**src/logic/vga_pkg.sv**
```systemverilog
// Width typedefs, timing phase enum and register word indices for the VGA peripheral.

package vga_pkg;

    // Horizontal and vertical counts and phase widths.
    typedef logic [9:0] coord_t;

    // Pixel clock divider.
    typedef logic [5:0] div_t;

    // Zoom shift amount.
    typedef logic [2:0] shift_t;

    // Stored pixel, 4 bits per channel, red in the top nibble.
    typedef logic [11:0] rgb12_t;

    // One output colour channel.
    typedef logic [7:0] chan_t;

    // Phase order within a line or a frame.
    typedef enum logic [1:0] {
        ph_video = 2'd0,
        ph_fp    = 2'd1,
        ph_sync  = 2'd2,
        ph_bp    = 2'd3
    } phase_e;

    // Configuration register word indices.
    localparam logic [3:0] reg_ctrl   = 4'd0;
    localparam logic [3:0] reg_shift  = 4'd1;
    localparam logic [3:0] reg_h_fp   = 4'd2;
    localparam logic [3:0] reg_h_vid  = 4'd3;
    localparam logic [3:0] reg_h_sync = 4'd4;
    localparam logic [3:0] reg_h_bp   = 4'd5;
    localparam logic [3:0] reg_v_fp   = 4'd6;
    localparam logic [3:0] reg_v_vid  = 4'd7;
    localparam logic [3:0] reg_v_sync = 4'd8;
    localparam logic [3:0] reg_v_bp   = 4'd9;

endpackage

```
**src/logic/vga_fetch_addr.sv**
```systemverilog
// First pipeline stage: zoom scaling, video RAM word address and half select.

`timescale 1ns/1ns

module vga_fetch_addr #(
    parameter int vram_aw = 14
) (
    input  logic               vga_clk,
    input  logic               rst,
    input  vga_pkg::shift_t    shift,
    input  vga_pkg::coord_t    pix_x,
    input  vga_pkg::coord_t    pix_y,
    input  logic               vis,
    input  logic               hs,
    input  logic               vs,
    output logic [vram_aw-1:0] rd_addr,
    output logic               half,
    output logic               vis_q,
    output logic               hs_q,
    output logic               vs_q
);
    // Address bits taken from each scaled coordinate.
    localparam int coord_aw = vram_aw / 2;

    vga_pkg::coord_t xs;
    vga_pkg::coord_t ys;

    assign xs = pix_x >> shift;
    assign ys = pix_y >> shift;

    // Two pixels per word, so x drops its low bit.
    always_ff @(posedge vga_clk) begin
        rd_addr <= {ys[coord_aw-1:0], xs[coord_aw:1]};
        half    <= xs[0];
    end

    always_ff @(posedge vga_clk) begin
        if (rst) begin
            vis_q <= 1'b0;
            hs_q  <= 1'b0;
            vs_q  <= 1'b0;
        end else begin
            vis_q <= vis;
            hs_q  <= hs;
            vs_q  <= vs;
        end
    end

endmodule

```
**config.mk**
```make
export PLATFORM = sky130hd
export DESIGN_NAME = vga_fetch_addr
export DESIGN_NICKNAME = d
export VERILOG_FILES = /design/src/logic/vga_pkg.sv /design/src/logic/vga_fetch_addr.sv
export SDC_FILE = /design/constraint.sdc
export NUM_CORES = 1
export LEC_CHECK = 0
export ABC_AREA = 1
export CAP_MARGIN = 15
export CORE_ASPECT_RATIO = 0.6
export CORE_UTILIZATION = 50
export CTS_CLUSTER_SIZE = 20
export DETAILED_ROUTE_END_ITERATION = 7
export DONT_BUFFER_PORTS = 1
export PLACE_DENSITY = 0.66
export SLEW_MARGIN = 10
export SYNTH_ARGS = -nofsm -noshare
export SYNTH_HDL_FRONTEND = slang
export SYNTH_SLANG_ARGS = --single-unit
```
**constraint.sdc**
```tcl
create_clock -name vga_clk -period 1.2 [get_ports vga_clk]
set_input_delay 0.3 -clock vga_clk [delete_from_list [all_inputs] [get_ports vga_clk]]
set_output_delay 0.3 -clock vga_clk [all_outputs]
set_load 0.03 [all_outputs]
```
# ---- Yosys cells after proc, flatten, opt, wreduce, memory -nomap -nowiden
# Index checks and enable logic that the tools add are counted.
dict set report op_classes {
  n_shift 2
}
# cell count
set ops {}
lappend ops {{10-bit by 3-bit >> shifter with 7-bit output} 1}
lappend ops {{10-bit by 3-bit >> shifter with 8-bit output} 1}
dict set report totals {
  register_bits 18
  output_inout_bits 18
  word_cells 7
}

# ---- Depth between registers and ports, before layout
# Gate-level depths: netlist of run 1.
dict set report depth {
  ltp_word 1
  ltp_mapped 7
  ltp_nobuf 5
}

# ---- Worst setup path before layout of run 1
# Ideal clock, no wire load.
dict set report synth_path {
  path_kind {input to register}
  from {input shift[1]}
  to {register half}
  setup_time_ns 0.113
  t_arrival_ns 0.846
  required_time_ns 1.087
  setup_slack_ns 0.241
  path_stages 6
  cell_sequence {buf_6 -> inv_2 -> buf_6 -> nand3_1 -> nand3_1 -> nand2_1}
}
dict set report synth_between {
  elab_chain_cells 1
}
# item line_no
set synth_rtl {}
lappend synth_rtl {{from (decl)} vga_fetch_addr.sv:10} ;# input vga_pkg::shift_t shift,
lappend synth_rtl {{10-bit by 3-bit >> shifter with 8-bit output} vga_fetch_addr.sv:28} ;# assign xs = pix_x >> shift;
lappend synth_rtl {{named net xs[0]} vga_fetch_addr.sv:25} ;# vga_pkg::coord_t xs;
lappend synth_rtl {{to (signal assigned)} vga_fetch_addr.sv:34} ;# half <= xs[0];
lappend synth_rtl {{to (decl)} vga_fetch_addr.sv:17} ;# output logic half,
# The timed path passes the listed nets, and every way through them passes these cells.
# A chain may end at the register's enable or synchronous reset.

# ---- Worst setup path in the final report of run 1
dict set report layout_path {
  from {register rd_addr[4]}
  to {output rd_addr[4]}
}
# item line_no
set layout_lines {}
lappend layout_lines {{from (decl)} vga_fetch_addr.sv:16} ;# output logic [vram_aw-1:0] rd_addr,
lappend layout_lines {{from (signal assigned)} vga_fetch_addr.sv:33} ;# rd_addr <= {ys[coord_aw-1:0], xs[coord_aw:1]};
# No word-level cell between the ends.

==> results of run 1 <==
==> area by class of cell <==
cell class	instances	area (µm²)
timing repair buffer	1	7.51
multi-input combinational	118	596
clock buffer	4	36.3
tap	28	35.0
sequential	18	360
fill	194	875
inverter	6	27.5
==> kinds of logic after synthesis <==
| logic type | after synthesis | synth area share, % |
|---|---|---|
| simple gates | 118 | 55.0 |
| flops | 18 | 33.3 |
| buf+inv | 15 | 11.8 |
==> flip-flops by register name, indices dropped and copies added, names as in the netlist <==
register / cells
vs_q: 1
rd_addr: 14
half: 1
hs_q: 1
vis_q: 1
==> power breakdown <==
group / internal (mW) / switching (mW) / leakage [nW] / total, mW
Clock: 0.185 / 0.171 / 0.0210 / 0.355
Sequential: 0.655 / 0.134 / 0.151 / 0.788
Combinational: 0.0822 / 0.124 / 0.369 / 0.206
Total: 0.922 / 0.428 / 0.541 / 1.35
==> metal layers <==
metal  part of all wire [%]  vias to the layer above  track usage [%]
li1                       -                      481                -
met1                     43                      440             25.5
met2                     47                       48             35.2
met3                    8.3                        6             6.55
met4                    2.0                        0             10.5
met5                      0                        -                0
==> cells in the final DEF, fill, tap and decap left out <==
cell      count
buf_4         1
nand2_2       3
nand2_4       6
inv_2         1
nand2_1      50
nand3_2       7
inv_6         1
clkbuf_8      1
nor2_1        7
clkbuf_4      3
dfxtp_1      18
nand3_1      45
inv_1         4
==> worst paths after layout <==
path / from / to / slack, ns / cells past startpoint
min: shift[2] / rd_addr[13] / 0.07 / 1
max: rd_addr[4] / rd_addr[4] / 0.11 / 0
==> cell usage after synthesis <==
cell / number
nand2_1: 50
buf_2: 2
nor2_1: 7
nand3_1: 45
clkbuf_8: 1
dfxtp_1: 18
buf_6: 5
inv_2: 1
buf_12: 1
inv_1: 4
inv_6: 1
nand2_2: 3
nand2_4: 6
nand3_2: 7
==> key figures, run 1 <==
Synth
  • Syn Area/Cell: 7.18 µm²
  • Synth unique cells: 14
  • Synth Instances: 151
  • Syn nets: around 180
  • Share of the synthesized area in the top cell type: 33.3%
  • Yosys warning total: 0
  • Synth top area cells: dfxtp_1, nand3_1, nand2_1, nand3_2, nand2_4
  • Synth area leader: dfxtp_1
  • Seq cells post-synth: 18
  • Sequential-to-total area share from yosys stat: 33.3%
  • Mapped Area: 0.00108 mm²

STA
  • # setup viols final: 0
  • Min cycle time layout: 1.09 ns
  • Final Slew Violations: 0
  • Setup TNS: 0 ns
  • Achievable frequency: 914 MHz
  • Hold Fails Final Rpt: 0
  • Final period util: 91.2%
  • Fin worst setup slack: 0.106 ns
  • Slew margin rel.: 79.6%
  • WHS: between 0.07 and 0.08 ns
  • Worst Max-Slew Pin Slew: between 0.3 and 0.4 ns
  • Unrepaired setup endpoints after global routing: no

Setup path
  • Setup crit start kind: flop
  • Worst EP required: 0.90 ns
  • Crit path arrival time: 0.79 ns
  • Crit path max fanout: 1
  • Critical path type: flop to output port
  • Crit. End Element: output port

Drt
  • # DRC: 0
  • Avg WL per Cell: ~13 µm
  • Initial DRC count: 33
  • Vias per std cell: 5.57
  • DR vias: 975
  • Drt total wl: 2210 µm
  • Antenna Nets Post-Route: 0
  • Drt pass-1 iters: 4

Power and ir drop
  • Leakage power: 0.541 nW
  • PwrDens: 1270 mW/mm²
  • Total chip power: around 1.3 mW
  • Max VDD drop: 0.000494 V

Placement
  • DP Worst Slack: 0.273 ns
  • # port buffers: 0
  • Routability cong.: 0.859
  • DP Area: 0.00103 mm²
  • Placed insts: 171
  • Final HPWL DP: 1680 µm

GRT
  • Initial antenna violation count: 0
  • Vias in the first global route: 893
  • First-pass GRT wire length: 3770 µm
  • GRT Residual Overflow: 0
  • Largest net degree at the start of global routing: 23
  • GRT Util Overall: 21.1%

Clock network
  • CTS root buf: clkbuf_4
  • CTS resizes: 0
  • CTS H-tree depth: 1
  • CTS tree: yes
  • Hold buffers post-CTS: 0
  • Clk slew on worst S/H paths: 0.10 ns
  • Total CTS buffers: 3
  • CTS max path bufs: 2
  • TritonCTS Sinks: 18
  • Post-CTS Setup Inserts: 0

Floorplan
  • # IOs: 46
  • Row count: 12
  • Initial Util: 55.9%
  • Die ar.: 0.00236 mm²
  • Core area: about 0.0019 mm²
  • Die X: between 60 and 70 µm
  • Die height: 38.1 µm

Finish
  • ANT cells: 0
  • Final non-filler cell total: around 180
  • Area grow syn2layout: -1.96%
  • Post-layout nets: 176
  • Final core occ: 54.8%
  • Share of layout cells above drive strength 1: 15.6%
  • Finished Cell Area: 0.00106 mm²

Job
  • Max cap viols: 0

Outcome
  • Status: complete, no violations

Worst hold path
  • Min-Delay Path Class: input pin to flop
(Power assumes the default switching activity.)
==> run 2: changes to the inputs <==
- CORE_MARGIN: not set -> 2
==> run 2 against run 1 <==
Final cell count unchanged. Via count is 1.1% lower. Routed wire length increased by 5.6%. Non-clock buffer count unchanged. Highest routed layer unchanged. Utilization decreased by 0.42 points. Critical path depth unchanged. Total power grew 0.79%. Largest power group unchanged. Sequential share of layout area unchanged. Clock-buffer cell count unchanged.
==> key figures, run 2 (synthesized netlist as in run 1, its figures left out) <==
Outcome
  • Status: complete, no violations

GRT
  • Largest net degree at the start of global routing: 23
  • First-pass GRT wire length: 3730 µm
  • GRT busiest layer: met2
  • Met2 usage in global routing: 37.2%
  • Global Route met3 Usage: 7.58%
  • GRT Util Overall: 19.8%
  • Initial antenna violation count: 0
  • GRT Residual Overflow: 0
  • Grt met1 use: approximately 22%
  • Vias in the first global route: 880

Drt
  • Drt pass-1 iters: 4
  • Antenna Nets Post-Route: 0
  • Avg WL per Cell: 13.3 µm
  • # DRC: 0
  • Vias per std cell: 5.51
  • DR vias: 964
  • Initial DRC count: 22
  • Drt total wl: 2330 µm

STA
  • Setup TNS: 0 ns
  • Final period util: 92.9%
  • Min cycle time layout: 1.11 ns
  • Achievable frequency: 897 MHz
  • WHS: slightly above 0.06 ns
  • Hold Fails Final Rpt: 0
  • # setup viols final: 0
  • Unrepaired setup endpoints after global routing: no
  • Worst Max-Slew Pin Slew: around 0.32 ns
  • Slew margin rel.: 78.9%
  • Final Slew Violations: 0

Floorplan
  • Initial Util: 55.5%
  • Die ar.: 0.00257 mm²
  • Die X: 64.1 µm
  • Core area: 0.00195 mm²
  • Die height: 40.1 µm
  • Row count: 12
  • # IOs: between 40 and 50

Finish
  • Largest register FFs: 14
  • Commonest non-fill, non-tap cell in the layout: nand2_1
  • Area grow syn2layout: -1.96%
  • Share of layout cells above drive strength 1: between 15 and 20%
  • Post-layout nets: 176
  • Commonest non-fill, non-tap cells in the layout: nand2_1, nand3_1, dfxtp_1
  • Filler instances: 193
  • ANT cells: 0
  • Finished Cell Area: 0.00106 mm²
  • Most flops, register: rd_addr

Setup path
  • Setup crit start kind: flop
  • Crit. End Element: output port
  • Crit path max fanout: 1
  • Worst EP required: 0.90 ns
  • Critical path type: flop to output port
  • Crit path arrival time: 0.81 ns

Power and ir drop
  • Total chip power: roughly 1.4 mW
  • PwrDens: 1280 mW/mm²
  • Leakage power: 0.541 nW
  • Max VDD drop: 0.000582 V

Worst hold path
  • Min-Delay Path Class: input pin to flop
  • Worst min-delay path startpoint: shift[2]
  • Hold Crit Depth: 1
  • Endpoint, Worst Hold: rd_addr[5]

Clock network
  • TritonCTS Sinks: 18
  • CTS max path bufs: 2
  • Clk slew on worst S/H paths: 0.10 ns
  • CTS H-tree depth: 1
  • CTS tree: yes
  • CTS resizes: 0
  • Total CTS buffers: 3
  • Hold buffers post-CTS: 0
  • CTS root buf: clkbuf_4
  • Post-CTS Setup Inserts: 0

Placement
  • # port buffers: 0
  • DP Area: 0.00103 mm²
  • Final HPWL DP: 1740 µm
  • Routability cong.: 0.798

Job
  • Max cap viols: 0
[run 2: cell counts in the layout (fill, tap and decap cells not counted)]
Identical to the previous run, type by type.
[run 2: power by group]
group	internal, mW	switching (mW)	total (mW)
clock network	0.185	0.181	0.366
logic	0.0823	0.123	0.205
registers	0.655	0.134	0.789
[run 2: metal layers]
metal | vias to the layer above | routed length [µm]
met3 | 6 | 183
met2 | 40 | 1150
li1 | 485 | -
met4 | 0 | 31
met5 | - | 0
met1 | 433 | 963
[run 2: stage by stage]
step	setup WS [ns]	util, %	std cells
3_5_place_dp	0.277	52.6	171
5_1_grt	0.0428	54.4	175
2_1_floorplan	0.241	-	151
4_1_cts	0.0708	54.4	175
6_report	0.0854	54.4	175
3_3_place_gp	0.293	52.6	171
[run 2: cell type report]
| type | count | area [µm²] | area share [%] |
|---|---|---|---|
| sequential | 18 | 360 | 33.9 |
| timing repair buffer | 1 | 7.51 | 0.707 |
| tap | 28 | 35.0 | 3.30 |
| clock buffer | 4 | 36.3 | 3.42 |
| inverter | 6 | 27.5 | 2.59 |
| multi-input combinational | 118 | 596 | 56.1 |
[run 2: worst max path at each step]
| stage | from | slack, ns | endpoint | cells after the start |
|---|---|---|---|---|
| after floorplan | shift[1] | 0.24 | half | 6 |
| after global placement | shift[1] | 0.29 | rd_addr[2] | 4 |
| after detailed placement | shift[1] | 0.28 | rd_addr[1] | 4 |
| after CTS | rd_addr[4] | 0.07 | rd_addr[4] | 0 |
| after global routing | rd_addr[4] | 0.04 | rd_addr[4] | 0 |
| final | rd_addr[4] | 0.09 | rd_addr[4] | 0 |
==> run 3: changes to the inputs <==
- CORE_ASPECT_RATIO: 0.6 -> not set
- CORE_UTILIZATION: 50 -> 56
- PLACE_DENSITY: 0.66 -> 0.72
==> run 3 against run 2 <==
Die area shrank 10%. Non-clock buffer count is the same. Cell area decreased by 0.35%. Utilization rose by 5.6 points. Total power rose by 0.12%. Fmax down 1.3%. Sequential share of layout area grew 0.12 points. Flip-flop and latch count did not move. Setup slack worse by 0.014 ns. Combinational power about the same. Via count down 1.3%. Clock power barely moved. Critical path type unchanged. Largest power group unchanged. Highest routed layer unchanged.
==> key figures, run 3 (synthesized netlist as in run 1, its figures left out) <==
Drt
  • # DRC: 0
  • Vias per std cell: 5.53
  • Drt total wl: 2220 µm
  • Antenna Nets Post-Route: 0
  • DR vias: around 950
  • Initial DRC count: 28
  • Avg WL per Cell: 12.9 µm
  • Drt pass-1 iters: 4

Clock network
  • TritonCTS Sinks: 18
  • CTS resizes: 0
  • CTS root buf: clkbuf_4
  • Post-CTS Setup Inserts: 0
  • CTS max path bufs: 2
  • CTS H-tree depth: 1
  • Total CTS buffers: 3
  • Hold buffers post-CTS: 0
  • Clk slew on worst S/H paths: 0.11 ns
  • CTS tree: yes

Power and ir drop
  • Leakage power: around 0.54 nW
  • Total chip power: 1.36 mW
  • Sw Ratio: around a third
  • Comb pwr share: 15.1%
  • Max VDD drop: 0.000891 V
  • Clock share of power: a little over a quarter
  • Reg power frac: 57.9%
  • PwrDens: 1290 mW/mm²
  • Int Power: 0.922 mW
  • Switching power: 0.440 mW

GRT
  • Largest net degree at the start of global routing: 23
  • Vias in the first global route: 785
  • First-pass GRT wire length: 3470 µm
  • GRT Util Overall: 21.6%
  • GRT Residual Overflow: 0
  • Initial antenna violation count: 0

Finish
  • Largest register FFs: 14
  • Commonest non-fill, non-tap cells in the layout: nand2_1, nand3_1, dfxtp_1
  • Most flops, register: rd_addr
  • Post-layout nets: 176
  • Final core occ: about 60%
  • Filler instances: 189
  • Area grow syn2layout: -2.31%
  • Multi-input gate area: 596 µm²
  • ANT cells: 0
  • Commonest non-fill, non-tap cell in the layout: nand2_1
  • Share of layout cells above drive strength 1: 15.6%
  • Register Area: 360 µm²

STA
  • Slew margin rel.: about 78%
  • Min cycle time layout: about 1.1 ns
  • Final Slew Violations: 0
  • Unrepaired setup endpoints after global routing: no
  • Worst Max-Slew Pin Slew: 0.324 ns
  • Setup TNS: 0 ns
  • # setup viols final: 0
  • Final period util: 94.1%
  • Hold Fails Final Rpt: 0
  • WHS: about 0.071 ns
  • Achievable frequency: 886 MHz

Placement
  • Final HPWL DP: roughly 1700 µm
  • Routability cong.: 0.790
  • # port buffers: 0

Floorplan
  • Core area: 0.00176 mm²
  • Row count: 15
  • Initial Util: 61.4%
  • Die ar.: 0.00230 mm²
  • Die X: 48.0 µm
  • # IOs: 46
  • Die height: 48.0 µm

Setup path
  • Crit path max fanout: 1
  • WP depth: 0
  • Crit. End Element: output port
  • Critical path type: flop to output port
  • Setup crit start kind: flop
  • Crit path arrival time: around 0.83 ns
  • Worst EP required: 0.90 ns

Outcome
  • Status: complete, no violations

Job
  • Max cap viols: 0

Worst hold path
  • Hold Crit Depth: 1
  • Min-Delay Path Class: input pin to flop
==> run 3: cell counts in the layout (fill, tap and decap cells not counted) <==
No cell type changed its count.
==> run 3: final timing paths <==
| check | to | slack [ns] | start |
|---|---|---|---|
| worst min-delay path | vs_q | 0.07 | rst |
| worst max-delay path | rd_addr[3] | 0.07 | rd_addr[3] |
==> run 3: stage by stage <==
| step | area [µm²] | setup slack [ns] | cells |
|---|---|---|---|
| floorplan | 1080 | 0.241 | 151 |
| global placement | 1020 | 0.281 | 168 |
| detailed placement | 1020 | 0.273 | 168 |
| CTS | 1060 | 0.0618 | 172 |
| global route | 1060 | 0.0336 | 172 |
| finish | 1060 | 0.0712 | 172 |
==> run 3: power groups by stage <==
stage / sequential, mW / clock (mW) / combinational, mW
after floorplan: 0.798 / 0 / 0.222
after global placement: 0.804 / 0 / 0.201
after detailed placement: 0.805 / 0 / 0.204
after CTS: 0.790 / 0.381 / 0.205
after global routing: 0.798 / 0.406 / 0.234
final: 0.788 / 0.368 / 0.205
==> run 3: layer usage <==
| layer | global-route usage, % | wire length (µm) | share of wire, % | vias to the layer above |
|---|---|---|---|---|
| met5 | 0 | 0 | 0 | - |
| met4 | 4.86 | 10 | 0.45 | 0 |
| met3 | 8.68 | 218 | 9.8 | 2 |
| met2 | 32.5 | 1070 | 48 | 48 |
| met1 | 29.0 | 925 | 42 | 418 |
| li1 | - | - | - | 483 |
==> run 3: layout make-up <==
class                      instances  area share [%]
inverter                           6            2.60
sequential                        18            34.0
timing repair buffer               1           0.709
clock buffer                       4            3.43
tap                               25            2.96
multi-input combinational        118            56.3
